<file path="src/design/hello_pkg.sv">
// Shared widths, register map defaults and bus channel state types
package hello_pkg;

  // ------------------------------
  // Widths
  // ------------------------------
  parameter int ADDR_W = 32;
  parameter int DATA_W = 32;

  // Virtual LED and DIP switch count
  parameter int VLED_W = 16;

  // ------------------------------
  // Register map
  // ------------------------------
  parameter logic [ADDR_W-1:0] HELLO_WORLD_ADDR_DEF = 32'h0000_0500;
  parameter logic [ADDR_W-1:0] VLED_ADDR_DEF        = 32'h0000_0504;

  // Returned for any address outside the map
  parameter logic [DATA_W-1:0] UNIMPLEMENTED_VALUE  = 32'hdead_dead;

  // ------------------------------
  // Channel states
  // ------------------------------
  // Write side, one transaction in flight at a time
  typedef enum logic [1:0] {
    WR_IDLE = 2'd0,
    WR_DATA = 2'd1,
    WR_RESP = 2'd2
  } wr_state_t;

  // Read side, lookup stage sits between capture and response
  typedef enum logic [1:0] {
    RD_IDLE   = 2'd0,
    RD_LOOKUP = 2'd1,
    RD_RESP   = 2'd2
  } rd_state_t;

endpackage

</file>
<file path="src/design/ocl_write_channel.sv">
// Write address and data acceptance, register write strobe and write response FSM
`timescale 1ns/1ps

module ocl_write_channel
  import hello_pkg::*;
(
  input  logic              clk_main_a0,
  input  logic              rst_main_n_sync,
  input  logic              awvalid,
  input  logic [ADDR_W-1:0] awaddr,
  output logic              awready,
  input  logic              wvalid,
  input  logic [DATA_W-1:0] wdata,
  output logic              wready,
  output logic              bvalid,
  input  logic              bready,
  output logic              reg_wr_en,
  output logic [ADDR_W-1:0] reg_wr_addr,
  output logic [DATA_W-1:0] reg_wr_data
);

  wr_state_t         state;
  logic [ADDR_W-1:0] wr_addr_q;

  // ------------------------------
  // Handshake outputs
  // ------------------------------
  assign awready = (state == WR_IDLE);
  assign wready  = (state == WR_DATA) && wvalid;
  assign bvalid  = (state == WR_RESP);

  // Register file write happens in the wready cycle
  assign reg_wr_en   = wready;
  assign reg_wr_addr = wr_addr_q;
  assign reg_wr_data = wdata;

  // ------------------------------
  // State machine
  // ------------------------------
  always_ff @(posedge clk_main_a0) begin
    if (!rst_main_n_sync) begin
      state <= WR_IDLE;
    end else begin
      unique case (state)
        WR_IDLE: if (awvalid) state <= WR_DATA;
        WR_DATA: if (wvalid)  state <= WR_RESP;
        WR_RESP: if (bready)  state <= WR_IDLE;
        default:              state <= WR_IDLE;
      endcase
    end
  end

  // Address held for the data phase
  always_ff @(posedge clk_main_a0) begin
    if (awvalid && awready) begin
      wr_addr_q <= awaddr;
    end
  end

  // ------------------------------
  // Protocol checks
  // ------------------------------
  // Response must wait for the host
  a_bvalid_held : assert property (@(posedge clk_main_a0) disable iff (!rst_main_n_sync)
    bvalid && !bready |=> bvalid);

  // Accepted data always answered on the next cycle
  a_wready_resp : assert property (@(posedge clk_main_a0) disable iff (!rst_main_n_sync)
    wready |=> bvalid);

endmodule

</file>
<file path="src/design/ocl_read_channel.sv">
// Read address capture, register lookup stage and read response FSM
`timescale 1ns/1ps

module ocl_read_channel
  import hello_pkg::*;
(
  input  logic              clk_main_a0,
  input  logic              rst_main_n_sync,
  input  logic              arvalid,
  input  logic [ADDR_W-1:0] araddr,
  output logic              arready,
  output logic              rvalid,
  output logic [DATA_W-1:0] rdata,
  input  logic              rready,
  output logic [ADDR_W-1:0] rd_addr,
  input  logic [DATA_W-1:0] rd_data
);

  rd_state_t         state;
  logic [ADDR_W-1:0] rd_addr_q;
  logic [DATA_W-1:0] rdata_q;

  // ------------------------------
  // Handshake outputs
  // ------------------------------
  assign arready = (state == RD_IDLE);
  assign rvalid  = (state == RD_RESP);
  assign rdata   = rdata_q;

  // Captured address drives the register file decode
  assign rd_addr = rd_addr_q;

  // ------------------------------
  // State machine
  // ------------------------------
  // IDLE -> LOOKUP -> RESP, response held until rready
  always_ff @(posedge clk_main_a0) begin
    if (!rst_main_n_sync) begin
      state <= RD_IDLE;
    end else begin
      unique case (state)
        RD_IDLE: begin
          if (arvalid) begin
            state <= RD_LOOKUP;
          end
        end
        RD_LOOKUP: begin
          state <= RD_RESP;
        end
        RD_RESP: begin
          if (rready) begin
            state <= RD_IDLE;
          end
        end
        default: begin
          state <= RD_IDLE;
        end
      endcase
    end
  end

  // ------------------------------
  // Address and data registers
  // ------------------------------
  always_ff @(posedge clk_main_a0) begin
    if (arvalid && arready) begin
      rd_addr_q <= araddr;
    end
  end

  // Lookup result is sampled once, then held for the host
  always_ff @(posedge clk_main_a0) begin
    if (state == RD_LOOKUP) begin
      rdata_q <= rd_data;
    end
  end

  // ------------------------------
  // Protocol checks
  // ------------------------------
  // Stalled response keeps valid and data
  a_rdata_stable : assert property (@(posedge clk_main_a0) disable iff (!rst_main_n_sync)
    rvalid && !rready |=> rvalid && $stable(rdata));

endmodule

</file>
<file path="src/design/hello_world_regs.sv">
// Hello world register, byte-swapped read view, LED shadow and read decode
`timescale 1ns/1ps

module hello_world_regs
  import hello_pkg::*;
#(
  parameter logic [ADDR_W-1:0] HELLO_WORLD_ADDR = HELLO_WORLD_ADDR_DEF,
  parameter logic [ADDR_W-1:0] VLED_ADDR        = VLED_ADDR_DEF
) (
  input  logic              clk_main_a0,
  input  logic              rst_main_n_sync,
  input  logic              reg_wr_en,
  input  logic [ADDR_W-1:0] reg_wr_addr,
  input  logic [DATA_W-1:0] reg_wr_data,
  input  logic [ADDR_W-1:0] rd_addr,
  output logic [DATA_W-1:0] rd_data,
  output logic [VLED_W-1:0] led_shadow
);

  logic [DATA_W-1:0] hello_world_q;
  logic [DATA_W-1:0] hello_world_swapped;

  // ------------------------------
  // Hello world register
  // ------------------------------
  always_ff @(posedge clk_main_a0) begin
    if (!rst_main_n_sync) begin
      hello_world_q <= '0;
    end else if (reg_wr_en && (reg_wr_addr == HELLO_WORLD_ADDR)) begin
      hello_world_q <= reg_wr_data;
    end
  end

  // Reads come back with byte order reversed
  assign hello_world_swapped = {hello_world_q[7:0],   hello_world_q[15:8],
                                hello_world_q[23:16], hello_world_q[31:24]};

  // LED shadow lags the register by one cycle
  always_ff @(posedge clk_main_a0) begin
    if (!rst_main_n_sync) begin
      led_shadow <= '0;
    end else begin
      led_shadow <= hello_world_q[VLED_W-1:0];
    end
  end

  // ------------------------------
  // Read decode
  // ------------------------------
  always_comb begin
    if (rd_addr == HELLO_WORLD_ADDR) begin
      rd_data = hello_world_swapped;
    end else if (rd_addr == VLED_ADDR) begin
      rd_data = {{(DATA_W - VLED_W){1'b0}}, led_shadow};
    end else begin
      rd_data = UNIMPLEMENTED_VALUE;
    end
  end

endmodule

</file>
<file path="src/design/vled_status.sv">
// Virtual DIP synchronizer, LED masking and registered LED status output
`timescale 1ns/1ps

module vled_status
  import hello_pkg::*;
(
  input  logic              clk_main_a0,
  input  logic              rst_main_n_sync,
  input  logic [VLED_W-1:0] led_shadow,
  input  logic [VLED_W-1:0] vdip,
  output logic [VLED_W-1:0] vled
);

  logic [VLED_W-1:0] vdip_q;
  logic [VLED_W-1:0] vdip_q2;
  logic [VLED_W-1:0] vled_masked;

  // ------------------------------
  // DIP synchronizer
  // ------------------------------
  // Switches change with no relation to clk_main_a0
  always_ff @(posedge clk_main_a0) begin
    if (!rst_main_n_sync) begin
      vdip_q  <= '0;
      vdip_q2 <= '0;
    end else begin
      vdip_q  <= vdip;
      vdip_q2 <= vdip_q;
    end
  end

  // ------------------------------
  // Masked LED output
  // ------------------------------
  // A switch that is off blanks its LED
  assign vled_masked = led_shadow & vdip_q2;

  always_ff @(posedge clk_main_a0) begin
    if (!rst_main_n_sync) begin
      vled <= '0;
    end else begin
      vled <= vled_masked;
    end
  end

endmodule

</file>
<file path="src/design/cl_hello_world.sv">
// Top level of the hello world register block with its bus channels and LED stage
`timescale 1ns/1ps

module cl_hello_world
  import hello_pkg::*;
#(
  parameter logic [ADDR_W-1:0] HELLO_WORLD_ADDR = HELLO_WORLD_ADDR_DEF,
  parameter logic [ADDR_W-1:0] VLED_ADDR        = VLED_ADDR_DEF
) (
  input  logic              clk_main_a0,
  input  logic              rst_main_n_sync,
  input  logic              ocl_awvalid,
  input  logic [ADDR_W-1:0] ocl_awaddr,
  output logic              ocl_awready,
  input  logic              ocl_wvalid,
  input  logic [DATA_W-1:0] ocl_wdata,
  output logic              ocl_wready,
  output logic              ocl_bvalid,
  input  logic              ocl_bready,
  input  logic              ocl_arvalid,
  input  logic [ADDR_W-1:0] ocl_araddr,
  output logic              ocl_arready,
  output logic              ocl_rvalid,
  output logic [DATA_W-1:0] ocl_rdata,
  input  logic              ocl_rready,
  input  logic [VLED_W-1:0] vdip,
  output logic [VLED_W-1:0] vled
);

  // Write channel to register file
  logic              reg_wr_en;
  logic [ADDR_W-1:0] reg_wr_addr;
  logic [DATA_W-1:0] reg_wr_data;

  // Read lookup
  logic [ADDR_W-1:0] rd_addr;
  logic [DATA_W-1:0] rd_data;

  logic [VLED_W-1:0] led_shadow;

  // ------------------------------
  // Bus channels
  // ------------------------------
  ocl_write_channel u_write_channel (
    .clk_main_a0     (clk_main_a0),
    .rst_main_n_sync (rst_main_n_sync),
    .awvalid         (ocl_awvalid),
    .awaddr          (ocl_awaddr),
    .awready         (ocl_awready),
    .wvalid          (ocl_wvalid),
    .wdata           (ocl_wdata),
    .wready          (ocl_wready),
    .bvalid          (ocl_bvalid),
    .bready          (ocl_bready),
    .reg_wr_en       (reg_wr_en),
    .reg_wr_addr     (reg_wr_addr),
    .reg_wr_data     (reg_wr_data)
  );

  ocl_read_channel u_read_channel (
    .clk_main_a0     (clk_main_a0),
    .rst_main_n_sync (rst_main_n_sync),
    .arvalid         (ocl_arvalid),
    .araddr          (ocl_araddr),
    .arready         (ocl_arready),
    .rvalid          (ocl_rvalid),
    .rdata           (ocl_rdata),
    .rready          (ocl_rready),
    .rd_addr         (rd_addr),
    .rd_data         (rd_data)
  );

  // ------------------------------
  // Registers and LED status
  // ------------------------------
  hello_world_regs #(
    .HELLO_WORLD_ADDR (HELLO_WORLD_ADDR),
    .VLED_ADDR        (VLED_ADDR)
  ) u_regs (
    .clk_main_a0     (clk_main_a0),
    .rst_main_n_sync (rst_main_n_sync),
    .reg_wr_en       (reg_wr_en),
    .reg_wr_addr     (reg_wr_addr),
    .reg_wr_data     (reg_wr_data),
    .rd_addr         (rd_addr),
    .rd_data         (rd_data),
    .led_shadow      (led_shadow)
  );

  vled_status u_vled_status (
    .clk_main_a0     (clk_main_a0),
    .rst_main_n_sync (rst_main_n_sync),
    .led_shadow      (led_shadow),
    .vdip            (vdip),
    .vled            (vled)
  );

endmodule

</file>
<file path="config.mk">
export PLATFORM = sky130hd
export DESIGN_NAME = cl_hello_world
export DESIGN_NICKNAME = d
export VERILOG_FILES = /design/src/design/hello_pkg.sv /design/src/design/ocl_write_channel.sv /design/src/design/ocl_read_channel.sv /design/src/design/hello_world_regs.sv /design/src/design/vled_status.sv /design/src/design/cl_hello_world.sv
export SDC_FILE = /design/constraint.sdc
export NUM_CORES = 1
export LEC_CHECK = 0
export ABC_AREA = 1
export BUFFER_PORTS_ARGS = -buffer_cell sky130_fd_sc_hd__buf_2
export CAP_MARGIN = 20
export CORE_ASPECT_RATIO = 1.75
export CORE_MARGIN = 2
export CORE_UTILIZATION = 53
export CTS_CLUSTER_DIAMETER = 120
export DETAILED_ROUTE_END_ITERATION = 8
export GPL_ROUTABILITY_DRIVEN = 0
export PLACE_DENSITY = 0.79
export SYNTH_ARGS = -nofsm -noshare
export SYNTH_HDL_FRONTEND = slang
export SYNTH_HIERARCHICAL = 1
export SYNTH_SLANG_ARGS = --single-unit
</file>
<file path="constraint.sdc">
create_clock -name clk_main_a0 -period 2.5 [get_ports clk_main_a0]
set_input_delay 0.5 -clock clk_main_a0 [delete_from_list [all_inputs] [get_ports clk_main_a0]]
set_output_delay 0.5 -clock clk_main_a0 [all_outputs]
set_load 0.01 [all_outputs]
</file>
Word level (Yosys, flattened, before mapping)
Cells that the tools add are included.
{"block": "totals", "in_bits": 119, "elab_cells": 40, "out_inout_bits": 53, "reg_bits": 196}
{"block": "op_classes", "eq_ne": 12, "mux": 9, "n_reduce_logical": 8, "n_bitwise": 1}
{"operator": "$eq 32x11->1 const B", "count": 3}
{"operator": "$mux 32", "count": 2}
{"operator": "$and 16x16->16", "count": 1}
{"operator": "$pmux 2 s3", "count": 2}
{"operator": "$mux 2", "count": 5}
{"operator": "$ne 2x2->1 const B", "count": 3}
{"operator": "$eq 2x1->1 const B", "count": 2}
{"operator": "$eq 2x2->1 const B", "count": 2}
{"operator": "$logic_and 1x1->1", "count": 4}
{"operator": "$logic_not 2->1", "count": 2}
{"operator": "$ne 2x1->1 const B", "count": 2}
{"operator": "$reduce_and 3->1", "count": 1}
{"operator": "$reduce_and 2->1", "count": 1}

Longest topological paths before layout
Gate-level depths: netlist of run 1.
{"block": "depth", "word_depth": 3, "mapped_depth": 11, "ltp_nobuf": 10}

Hierarchy
Netlist of run 1, hierarchy kept.
{"mod": "hello_world_regs", "area_per_inst_um2": 2758.9, "n_inst": 1, "seq_area_each_um2": 960.9, "cells_each": 445}
{"mod": "ocl_read_channel", "area_per_inst_um2": 2026.9, "n_inst": 1, "seq_area_each_um2": 1961.9, "cells_each": 80}
{"mod": "vled_status", "area_per_inst_um2": 1376.3, "n_inst": 1, "seq_area_each_um2": 960.9, "cells_each": 150}
{"mod": "ocl_write_channel", "area_per_inst_um2": 1317.5, "n_inst": 1, "seq_area_each_um2": 1001.0, "cells_each": 80}

Worst setup path before layout of run 1
OpenSTA, ideal clock, no wires.
{"block": "synth_path", "kind": "input -> register", "from": "input ocl_arvalid", "to": "register u_read_channel.rd_addr_q[0] (netlist: u_read_channel/rd_addr[0]) (enable)", "setup_ps": 421, "path_stages": 2, "path_buffers": 0, "t_required_ps": 2079, "path_slack_ps": 168, "t_arrival_ps": 1911, "cell_sequence": "inv_1 > nor2_1"}
{"block": "synth_between", "elab_chain_len": 1}
{"element": "from (decl)", "line": "cl_hello_world.sv:20", "source": "input logic ocl_arvalid,"}
{"element": "$logic_and 1x1->1", "line": "ocl_read_channel.sv:66", "source": "if (arvalid && arready) begin"}
{"element": "to (signal assigned)", "line": "ocl_read_channel.sv:67", "source": "rd_addr_q <= araddr;"}
{"element": "to (decl)", "line": "ocl_read_channel.sv:20", "source": "logic [ADDR_W-1:0] rd_addr_q;"}
Every way passes these cells.
A chain may end at the register's enable or synchronous reset.

Final worst setup path of run 1
{"block": "layout_path", "from": "register u_write_channel.wr_addr_q[27] (netlist: u_write_channel/reg_wr_addr[27])", "to": "register u_regs.hello_world_q[19]"}
{"block": "layout_between", "elab_chain_len": 2}
{"element": "from (decl)", "line": "ocl_write_channel.sv:23", "source": "logic [ADDR_W-1:0] wr_addr_q;"}
{"element": "from (signal assigned)", "line": "ocl_write_channel.sv:56", "source": "wr_addr_q <= awaddr;"}
{"element": "$eq 32x11->1", "line": "hello_world_regs.sv:29", "source": "end else if (reg_wr_en && (reg_wr_addr == HELLO_WORLD_ADDR)) begin"}
{"element": "$logic_and 1x1->1", "line": "hello_world_regs.sv:29"}
{"element": "to (signal assigned)", "line": "hello_world_regs.sv:30", "source": "hello_world_q <= reg_wr_data;"}
{"element": "to (decl)", "line": "hello_world_regs.sv:20", "source": "logic [DATA_W-1:0] hello_world_q;"}
Every way passes these cells.

==> run summary, run 1 <==
Worst slew margin -> 50.6%
Crit-path max cell delay -> 0.62 ns
Clock Tree Buf Depth -> 2
Pwr/cell area -> 734 nW/um2
Antenna diodes -> 0
Die height -> 161 um
Final cell count without fillers -> 1083
FFs w/ async S/R, synth -> 0%
CP cell instances -> nor2_1 > nand2_1 > nor2_1 > nand3_1 > nor2_4 > nor2_1 > nor2_1
Worst path buffer plus inverter count -> 0
Initial antenna violation count -> 0
Critical path endpoint category -> flop
Unrepaired setup endpoints after global routing -> no
CTS Root Cell -> clkbuf_16
Dpl hpwl -> 11200 um
Starting density of the core -> 54.1%
Largest family of logic cells by synthesized area -> simple AND/OR/NAND/NOR gates
Vias in the first global route -> 5067
Core ar. -> 13800 um2
DRT antenna net count -> 0
Crit share post-route -> 76.0%
Clk_lat worst skew -> 0.42 ns
Layout area overhead -> 17.4%
Post-Synth Simple-Gate Area -> 22.6%
R2R depth -> 7
CP max FO -> 32
Ys Warns -> 6
Post-CTS setup buffer count -> 0
Num CTS Buffers -> 17
FF-to-FF Start -> u_write_channel/reg_wr_addr[27]$_DFFE_PP_
Setup ws final -> 0.599 ns
Post_cts resized -> 0
Run status -> finished clean
Pin count of the biggest net entering global routing -> 84
Crit path capture -> u_regs/hello_world_q[19]$_SDFFE_PN0P_
Post-synth EDFFs -> 96
Residual DRC -> 0
Inst Count DP -> 1051
Post-synthesis adder-cell area fraction -> 0%
Commonest non-fill, non-tap cell in the layout -> buf_2
Layout Utilization -> 63.5%
Post-synth net total -> 874
# port buffers -> 171
Site Rows -> 57
First-pass GRT wire length -> 23500 um
Reg2reg setup slack -> 0.60 ns
Number of vias per cell -> 4.70
Final setup fails -> 0
Slew Viols, Final -> 0
Worst hold stages -> 1
P_leak -> 4.09 nW
Clock slew at reported path FFs -> 0.07 ns
Critical path class -> reg -> reg
#FFs+latches synth -> 196
Final #Nets -> 1012
Post-synthesis mux area share -> 0%
Tot GR Track Use -> 20.7%
CP Depth -> 7
Critical Path RT -> 2.85 ns
Place WS -> 0.621 ns
Vias -> 5087
VDD IR max -> 0.494 mV
Final Hold Viols -> 0
CTS tree -> yes
WP data arrival -> 2.25 ns
Post-synthesis sequential area ratio -> 65.3%
CTS Hold Bufs -> 0
Slowest cell on crit path -> nor2_4
Synth Area in Compound Gates -> 0.301%
Layout cells sized above 1 -> 25.9%
Final min period -> 1.90 ns
Max Clock Skew -> 0.0126 ns
Crit path from -> u_write_channel/reg_wr_addr[27]$_DFFE_PP_
Number of max-cap violations -> 0
Ys flop type -> dfxtp_1
Fmax -> 526 MHz
Drt first-iter violations -> 368
Number of top-level pins -> 172
Critical Path Start Type -> flop
Most frequent cells in the layout -> 171 x buf_2, 147 x nand2_1, 128 x nor2_1
Total die area -> 15100 um2
H-Tree Depth -> 4
Slew at the pin closest to its max-slew limit -> 0.739 ns
Mean post-synth cell area -> 9.91 um2
Worst flop-to-flop path endpoint -> u_regs/hello_world_q[19]$_SDFFE_PN0P_
Grt total ovfl -> 0
Die W -> 93.8 um
Syn Inst Count -> 755
Setup TNS -> 0 ns
CP top delay family -> simple AND/OR/NAND/NOR gates
Xor and xnor area share after synthesis -> 0%
Cell variety after synth -> 25
Routed WL per cell -> 13.8 um
Total Wirelength -> 14900 um
Cell repeated most along the worst path -> nor2_1
Hold WC Path Type -> in -> reg
Clock Sinks -> 196
Router iterations before antenna repair -> 4
Synth Cell Area -> 7480 um2
layout make-up:
cell class / instances / area, um2
fill: 1150 / 5050
clock inverter: 13 / 131
multi-input combinational: 385 / 1720
sequential: 196 / 4880
tap: 177 / 221
inverter: 115 / 434
timing repair buffer: 178 / 933
clock buffer: 19 / 458
synth_stat cells, types with 7 or more instances:
cell type | n | area, um2
inv_1 | 111 | 417
nand3b_1 | 25 | 188
nand2_1 | 147 | 552
buf_4 | 40 | 300
nor2_1 | 130 | 488
dfxtp_1 | 100 | 2000
buf_6 | 8 | 90.1
nor2_2 | 7 | 43.8
edfxtp_1 | 96 | 2880
nand3_1 | 58 | 290
buf_2 | 10 | 50.1
layer usage:
metal / part of all wire, % / GRT usage, % / vias up
li1: - / - / 2587
met1: 34 / 19.8 / 2287
met2: 56 / 39.3 / 179
met3: 6.2 / 4.71 / 34
met4: 4.1 / 11.1 / 0
met5: 0 / 0 / -
state kept, by name (all words and copies together), names as in the netlist:
| name | count |
|---|---|
| u_write_channel/reg_wr_addr | 32 |
| u_regs/led_shadow | 16 |
| u_vled_status/vled | 16 |
| u_vled_status/vdip_q2 | 16 |
| u_read_channel/rdata | 32 |
| u_read_channel/rd_addr | 32 |
| u_write_channel/state | 2 |
| u_regs/hello_world_q | 32 |
| u_vled_status/vdip_q | 16 |
| u_read_channel/state | 2 |
per-stage QoR:
stage | power (W) | hold slack (ns) | instance area [um2]
after global placement | 0.00390 | 0.393 | 8200
after detailed placement | 0.00391 | 0.397 | 8200
final | 0.00645 | 0.249 | 8780
after floorplan | 0.00379 | 0.390 | 7480
after global routing | 0.00671 | 0.226 | 8780
after CTS | 0.00651 | 0.233 | 8780
worst reg2reg max path, delay by kind of cell (launching register included):
| family | cells | cell delay, ns |
|---|---|---|
| flip-flops | 1 | 0.39 |
| AND/OR/NAND/NOR | 7 | 1.44 |
logic make-up after synthesis:
group	after synthesis
AND/OR/NAND/NOR	382
AO/OA/AOI/OAI	3
buffers and inverters	174
flip-flops	196
how the worst min path moves through the flow:
| stage | from | to | slack, ns |
|---|---|---|---|
| finish | ocl_araddr[10] | u_read_channel/rd_addr[10]$_DFFE_PP_ | 0.25 |
| global route | ocl_awaddr[5] | u_write_channel/reg_wr_addr[5]$_DFFE_PP_ | 0.23 |
| CTS | ocl_araddr[26] | u_read_channel/rd_addr[26]$_DFFE_PP_ | 0.23 |
| detailed placement | u_vled_status/vdip_q[2]$_SDFF_PN0_ | u_vled_status/vdip_q2[2]$_SDFF_PN0_ | 0.40 |
| global placement | u_vled_status/vdip_q[12]$_SDFF_PN0_ | u_vled_status/vdip_q2[12]$_SDFF_PN0_ | 0.39 |
| floorplan | u_vled_status/vdip_q[0]$_SDFF_PN0_ | u_vled_status/vdip_q2[0]$_SDFF_PN0_ | 0.39 |
power breakdown:
part / switching [W] / internal (W) / total [W]
clock network: 0.00122 / 0.00140 / 0.00262
registers: 0.0000380 / 0.00350 / 0.00353
logic: 0.000173 / 0.000128 / 0.000301
Note: power is estimated with default switching activity, not from simulation.
==> inputs of run 2 (changes only) <==
--- a/config.mk
+++ b/config.mk
@@ -10,11 +10,11 @@
 export CAP_MARGIN = 20
 export CORE_ASPECT_RATIO = 1.75
 export CORE_MARGIN = 2
-export CORE_UTILIZATION = 53
+export CORE_UTILIZATION = 48
 export CTS_CLUSTER_DIAMETER = 120
 export DETAILED_ROUTE_END_ITERATION = 8
 export GPL_ROUTABILITY_DRIVEN = 0
-export PLACE_DENSITY = 0.79
+export PLACE_DENSITY = 0.75
 export SYNTH_ARGS = -nofsm -noshare
 export SYNTH_HDL_FRONTEND = slang
 export SYNTH_HIERARCHICAL = 1
==> constraint.sdc (replaced) <==
create_clock -name clk_main_a0 -period 1.6 [get_ports clk_main_a0]
set_input_delay 0.32 -clock clk_main_a0 [delete_from_list [all_inputs] [get_ports clk_main_a0]]
set_output_delay 0.32 -clock clk_main_a0 [all_outputs]
set_load 0.01 [all_outputs]
==> run 2 against run 1 <==
Count of clock-buffer cells in the layout fell by 1. Final area rose by 4.7%. Core utilization fell by 3.4 points. Critical path depth rose by 2. Fmax rose by 19%. Sequential cell count did not move. Total power rose by 60%. Largest cell class unchanged.
==> run summary, run 2 (same netlist as run 1, synthesis figures left out) <==
Die height -> 169 um (+5.0%)
Initial antenna violation count -> 1 (+1)
Total Wirelength -> 15800 um (+5.7%)
Num CTS Buffers -> 17 (unchanged)
Place WS -> -0.00403 ns (-0.625 ns)
Worst slew margin -> 75.0% (+24 points)
Critical path endpoint category -> flop
Tot GR Track Use -> 18.2% (-2.5 points)
Critical Path RT -> 1.79 ns (-1.06 ns)
Residual DRC -> 0 (unchanged)
Register Area -> 4890 um2 (about the same)
Final #Nets -> 1032 (+2.0%)
CTS Hold Bufs -> 0 (unchanged)
Pwr/cell area -> 1120 nW/um2 (+53%)
Max Clock Skew -> 0.00840 ns (-0.00418 ns)
Crit share post-route -> 99.6% (+24 points)
R2R depth -> 9 (+2)
Total die area -> 16600 um2 (+10%)
Final setup fails -> 0 (unchanged)
Fillers -> 1328 (+15%)
Die W -> 98.4 um (+4.9%)
Setup ws final -> 0.00592 ns (-0.593 ns)
H-Tree Depth -> 4 (unchanged)
Router iterations before antenna repair -> 5 (+1)
Run status -> finished clean
Unrepaired setup endpoints after global routing -> yes
Critical path class -> reg -> reg
Dpl hpwl -> 11200 um (+0.29%)
Worst hold stages -> 1 (unchanged)
Starting density of the core -> 48.8% (-5.2 points)
VDD IR max -> 0.691 mV (+40%)
CTS Root Cell -> clkbuf_16
Final instance area -> 9200 um2 (+4.7%)
Number of max-cap violations -> 0 (unchanged)
# port buffers -> 171 (unchanged)
Grt total ovfl -> 0 (unchanged)
CP max FO -> 7 (-78%)
Number of vias per cell -> 4.67 (-0.53%)
Final Hold Viols -> 0 (unchanged)
Commonest non-fill, non-tap cell in the layout -> buf_2
Hold WC Path Type -> in -> reg
DRT antenna net count -> 0 (unchanged)
Layout cells sized above 1 -> 29.0% (+3.1 points)
Layout area overhead -> 23.0%
CTS tree -> yes
Clock Tree Buf Depth -> 2 (unchanged)
Clock slew at reported path FFs -> 0.07 ns (about the same)
Clock Sinks -> 196 (unchanged)
Vias -> 5200 (+2.2%)
Core ar. -> 15300 um2 (+11%)
P_leak -> 4.24 nW (+3.8%)
Area after DPL -> 8400 um2 (+2.5%)
Slew Viols, Final -> 0 (unchanged)
Pin count of the biggest net entering global routing -> 84 (unchanged)
First-pass GRT wire length -> 23200 um (-1.4%)
Fmax -> 627 MHz (+19%)
Routed WL per cell -> 14.2 um (+2.9%)
WP data arrival -> 1.78 ns (-0.47 ns)
Site Rows -> 60 (+5.3%)
Drt first-iter violations -> 227 (-38%)
Most frequent cells in the layout -> 171 x buf_2, 144 x nand2_1, 123 x nor2_1
Vias in the first global route -> 4934 (-2.6%)
Area of the multi-input gates -> 1780 um2 (+3.6%)
Critical Path Start Type -> flop
Clk_lat worst skew -> 0.43 ns (about the same)
Power, Total -> 0.0103 W (+60%)
Slew at the pin closest to its max-slew limit -> 0.375 ns (-0.363 ns)
Number of top-level pins -> 172 (unchanged)
Final min period -> 1.59 ns (-0.307 ns)
## run 2: cell types whose count changed in the layout (fill, tap and decap cells not counted), moves of 3 or more
cell     delta
nand2_1     -3
buf_4       +3
nor2_2      +4
nor2_1      -5
nand3_1     -4
buf_6       +6
nand3_2     +4
buf_12      +7
## run 2: final timing paths
path / start / endpoint / slack [ns]
max: u_read_channel/rd_addr[11]$_DFFE_PP_ / u_read_channel/rdata[14]$_DFFE_PN_ / 0.006
min reg2reg: u_vled_status/vdip_q[1]$_SDFF_PN0_ / u_vled_status/vdip_q2[1]$_SDFF_PN0_ / 0.41
min: ocl_awaddr[4] / u_write_channel/reg_wr_addr[4]$_DFFE_PP_ / 0.06
max reg2reg: u_read_channel/rd_addr[11]$_DFFE_PP_ / u_read_channel/rdata[14]$_DFFE_PN_ / 0.006
## run 2: layout make-up
cell class	instances	share of cell area, %
Clock inverter	14	2.05
Inverter	115	4.79
Tap cell	186	2.53
Multi-Input combinational cell	386	19.4
Timing Repair Buffer	197	13.5
Clock buffer	18	4.66
Antenna cell	1	0.0272
Sequential cell	196	53.1
## run 2: metrics by stage
stage	setup TNS, ns	hold slack [ns]	utilization [%]	cells
2_1_floorplan	0	0.390	-	755
4_1_cts	0	0.0460	58.9	1105
3_5_place_dp	-0.00403	0.400	54.9	1073
3_3_place_gp	0	0.392	54.9	1073
6_report	0	0.0650	60.1	1113
5_1_grt	-1.87	0.0448	60.1	1112
## run 2: routing by layer
metal	share of wire [%]	GRT usage (%)
met5	0	0
met1	34	17.4
met4	5.1	11.4
met2	54	33.5
met3	6.3	5.11
## run 2: repair_timing
action,CTS,global route
resized for setup,2,21
endpoints found under the setup margin,6,31
pin swaps,0,15
gates cloned,0,4
setup buffers,0,3
## run 2: critical path: stages, from the launching register on
cell       delay, ns
edfxtp_1        0.37
nor2_1          0.11
nand2_1         0.08
nor2_2          0.09
nand2_2         0.12
nor2_8          0.23
clkbuf_16       0.19
nand3b_1        0.07
nand2_1         0.07
inv_1           0.04
## run 2: power by group
| part | internal (W) | switching [W] |
|---|---|---|
| Clock | 0.00239 | 0.00194 |
| Sequential | 0.00546 | 0.0000571 |
| Combinational | 0.000214 | 0.000280 |
| Total | 0.00806 | 0.00228 |
==> inputs of run 3 (changes only) <==
--- a/config.mk
+++ b/config.mk
@@ -5,16 +5,14 @@
 export SDC_FILE = /design/constraint.sdc
 export NUM_CORES = 1
 export LEC_CHECK = 0
-export ABC_AREA = 1
 export BUFFER_PORTS_ARGS = -buffer_cell sky130_fd_sc_hd__buf_2
 export CAP_MARGIN = 20
 export CORE_ASPECT_RATIO = 1.75
 export CORE_MARGIN = 2
-export CORE_UTILIZATION = 48
-export CTS_CLUSTER_DIAMETER = 120
+export CORE_UTILIZATION = 30
+export CTS_CLUSTER_DIAMETER = 200
 export DETAILED_ROUTE_END_ITERATION = 8
 export GPL_ROUTABILITY_DRIVEN = 0
-export PLACE_DENSITY = 0.75
 export SYNTH_ARGS = -nofsm -noshare
 export SYNTH_HDL_FRONTEND = slang
 export SYNTH_HIERARCHICAL = 1
==> run 3 against run 2 <==
The flow now finishes with violations (negative setup slack). Total power decreased by 3.4%. Setup slack lost 0.17 ns. Critical path depth shrank 2. Sequential share of layout area increased by 1.1 points.
==> run summary, run 3 <==
Top cells by count, synth -> 100 x dfxtp_1, 96 x edfxtp_1, 75 x nand2_1
Site Rows -> 73 (+22%)
Post-synthesis adder-cell area fraction -> 0% (unchanged)
Clock Tree Buf Depth -> 2 (unchanged)
Final Hold Viols -> 0 (unchanged)
Total Wirelength -> 15100 um (-4.5%)
Critical Path Start Type -> flop
Vias in the first global route -> 4172 (-15%)
Area leader, netlist -> edfxtp_1
Initial antenna violation count -> 5 (+4)
Pwr/cell area -> 1110 nW/um2 (-1.3%)
Grt total ovfl -> 0 (unchanged)
Count leader, synth -> dfxtp_1
Die W -> 118 um (+20%)
CTS Hold Bufs -> 0 (unchanged)
Most frequent cells in the layout -> 169 x buf_2, 97 x dfxtp_1, 96 x edfxtp_1
Final setup fails -> 61 (+61)
Largest family of logic cells by synthesized area -> simple AND/OR/NAND/NOR gates
Slew Viols, Final -> 0 (unchanged)
Synth Area in Compound Gates -> 1.10% (+0.79 points)
Post-synthesis mux area share -> 7.01% (+7.0 points)
Yosys top cell area share -> 42.1% (+3.5 points)
Vias -> 4085 (-21%)
Ys Warns -> 6 (unchanged)
Commonest non-fill, non-tap cell in the layout -> buf_2
Clock Sinks -> 196 (unchanged)
Clock power share -> 39.8% (-2.1 points)
Clock slew at reported path FFs -> 0.07 ns (about the same)
Hold WC Path Type -> in -> reg
Switching share of power -> 21.3% (-0.77 points)
Die height -> 204 um (+21%)
Routed WL per cell -> 15.2 um (+7.2%)
Post-synth EDFFs -> 96 (unchanged)
Crit share post-route -> 110% (+11 points)
Critical path endpoint category -> flop
Fillers -> 2176 (+64%)
#FFs+latches synth -> 196 (unchanged)
# port buffers -> 171 (unchanged)
Fmax -> 567 MHz (-9.6%)
Total die area -> 24100 um2 (+45%)
Xor and xnor area share after synthesis -> 0% (unchanged)
Final min period -> 1.76 ns (+0.169 ns)
Worst slew margin -> 73.1% (-1.8 points)
Core ar. -> 22600 um2 (+47%)
Ys flop type -> dfxtp_1
CTS tree -> yes
DRT antenna net count -> 0 (unchanged)
Inst Count DP -> 945 (-12%)
Switching power total -> 0.00213 W (-6.7%)
WP data arrival -> 2.13 ns (+0.35 ns)
Number of top-level pins -> 172 (unchanged)
Internal -> 0.00787 W (-2.4%)
Drt first-iter violations -> 146 (-36%)
Cells taking the most area after synthesis -> edfxtp_1 42%, dfxtp_1 29%, mux2i_1 7.0%
P_leak -> 3.70 nW (-13%)
Post-synthesis sequential area ratio -> 71.3% (+6.0 points)
Logic gate share of total power -> 5.0% (+0.2 points)
Max Clock Skew -> 0.00868 ns (+0.000287 ns)
CTS Root Cell -> clkbuf_16
Min Hold Slack -> 0.0563 ns (-0.00861 ns)
Tot GR Track Use -> 12.5% (-5.7 points)
Post-Synth Simple-Gate Area -> 13.4% (-9.2 points)
R2R depth -> 7 (-2)
VDD IR max -> 1.09 mV (+57%)
Worst hold stages -> 1 (unchanged)
Run status -> finished, violations left
First-pass GRT wire length -> 22300 um (-4.1%)
Syn Inst Count -> 511 (-32%)
Critical Path RT -> 1.97 ns (+0.18 ns)
Mean post-synth cell area -> 13.4 um2 (+35%)
Violations in the final reports -> negative setup slack
Post-synth net total -> 630 (-28%)
CP max FO -> 8 (+1)
Starting density of the core -> 30.4% (-18 points)
Clk_lat worst skew -> 0.44 ns (about the same)
Unrepaired setup endpoints after global routing -> yes
Synth Cell Area -> 6850 um2 (-8.4%)
Layout cells sized above 1 -> 40.6% (+12 points)
Final #Nets -> 796 (-23%)
Final cell count without fillers -> 992 (-11%)
Cell variety after synth -> 31 (+24%)
Residual DRC -> 0 (unchanged)
H-Tree Depth -> 4 (unchanged)
Setup ws final -> -0.163 ns (-0.169 ns)
Number of max-cap violations -> 0 (unchanged)
FFs w/ async S/R, synth -> 0% (unchanged)
Slew at the pin closest to its max-slew limit -> 0.403 ns (+0.0275 ns)
Num CTS Buffers -> 17 (unchanged)
Reg power frac -> 55.2% (+1.9 points)
Number of vias per cell -> 4.12 (-12%)
Layout area overhead -> 31.5%
Pin count of the biggest net entering global routing -> 40 (-52%)
Router iterations before antenna repair -> 4 (-1)
Critical path class -> reg -> reg
Dpl hpwl -> 9890 um (-12%)
[run 3: cell type report]
class	count	area (um2)	share of cell area, %
Sequential cell	196	4890	54.2
Multi-Input combinational cell	232	1740	19.3
Timing Repair Buffer	203	1340	14.9
Clock buffer	21	482	5.35
Tap cell	300	375	4.17
Inverter	27	101	1.12
Clock inverter	11	73.8	0.819
Antenna cell	2	5.00	0.0555
[run 3: worst max-delay path, cell delays in order, from the launching register on]
cell and delay (ns):
dfxtp_2 0.31, and3b_2 0.23, nor4b_4 0.21, nand4_1 0.21
nor3_4 0.20, buf_6 0.15, clkbuf_16 0.17, mux2i_1 0.19
[run 3: kinds of logic (layout without fill, tap and decap cells)]
logic type / Yosys count / in the layout
mux: 48 / 48
buf+inv: 83 / 262
flops: 196 / 196
other cells: 0 / 2
simple gates: 170 / 170
compound gates: 14 / 14
[run 3: metal layers]
| metal | up-vias | global-route usage [%] | wire [um] |
|---|---|---|---|
| met2 | 132 | 21.9 | 8050 |
| met1 | 1880 | 13.1 | 5730 |
| li1 | 2044 | - | - |
| met4 | 6 | 5.16 | 289 |
| met5 | - | 0 | 45 |
| met3 | 23 | 5.13 | 986 |
[run 3: worst paths after layout]
path / from / to / slack, ns
max: u_write_channel/state[1]$_SDFFE_PN0P_ / u_regs/hello_world_q[2]$_SDFFE_PN0P_ / -0.16
min: ocl_araddr[2] / u_read_channel/rd_addr[2]$_DFFE_PP_ / 0.06
max reg2reg: u_write_channel/state[1]$_SDFFE_PN0P_ / u_regs/hello_world_q[2]$_SDFFE_PN0P_ / -0.16
min reg2reg: u_vled_status/vdip_q[3]$_SDFF_PN0_ / u_vled_status/vdip_q2[3]$_SDFF_PN0_ / 0.43
[run 3: metrics by stage]
stage / setup slack [ns] / util [%] / TNS [ns] / power (W) / cell area, um2
floorplan: -0.0936 / - / -3.09 / 0.00587 / 6870
global placement: -0.314 / 35.3 / -16.42 / 0.00610 / 7950
detailed placement: -0.312 / 35.3 / -15.75 / 0.00611 / 7950
CTS: -0.203 / 39.2 / -10.36 / 0.0102 / 8850
global route: -0.306 / 39.9 / -15.65 / 0.0105 / 9010
finish: -0.163 / 39.9 / -7.10 / 0.0100 / 9010
[run 3: timing repair]
action | 4_1_cts | 5_1_grt
cloned | 3 | 3
endpoints found under the setup margin | 64 | 66
buffers inserted | 8 | 2
gates resized for setup | 51 | 26
pin swaps | 16 | 7
[run 3: power groups by stage]
| stage | clock, W | sequential [W] | combinational [W] |
|---|---|---|---|
| after floorplan | 0 | 0.00562 | 0.000252 |
| after global placement | 0 | 0.00561 | 0.000488 |
| after detailed placement | 0 | 0.00562 | 0.000492 |
| after CTS | 0.00415 | 0.00552 | 0.000503 |
| after global routing | 0.00437 | 0.00553 | 0.000553 |
| final | 0.00398 | 0.00552 | 0.000499 |
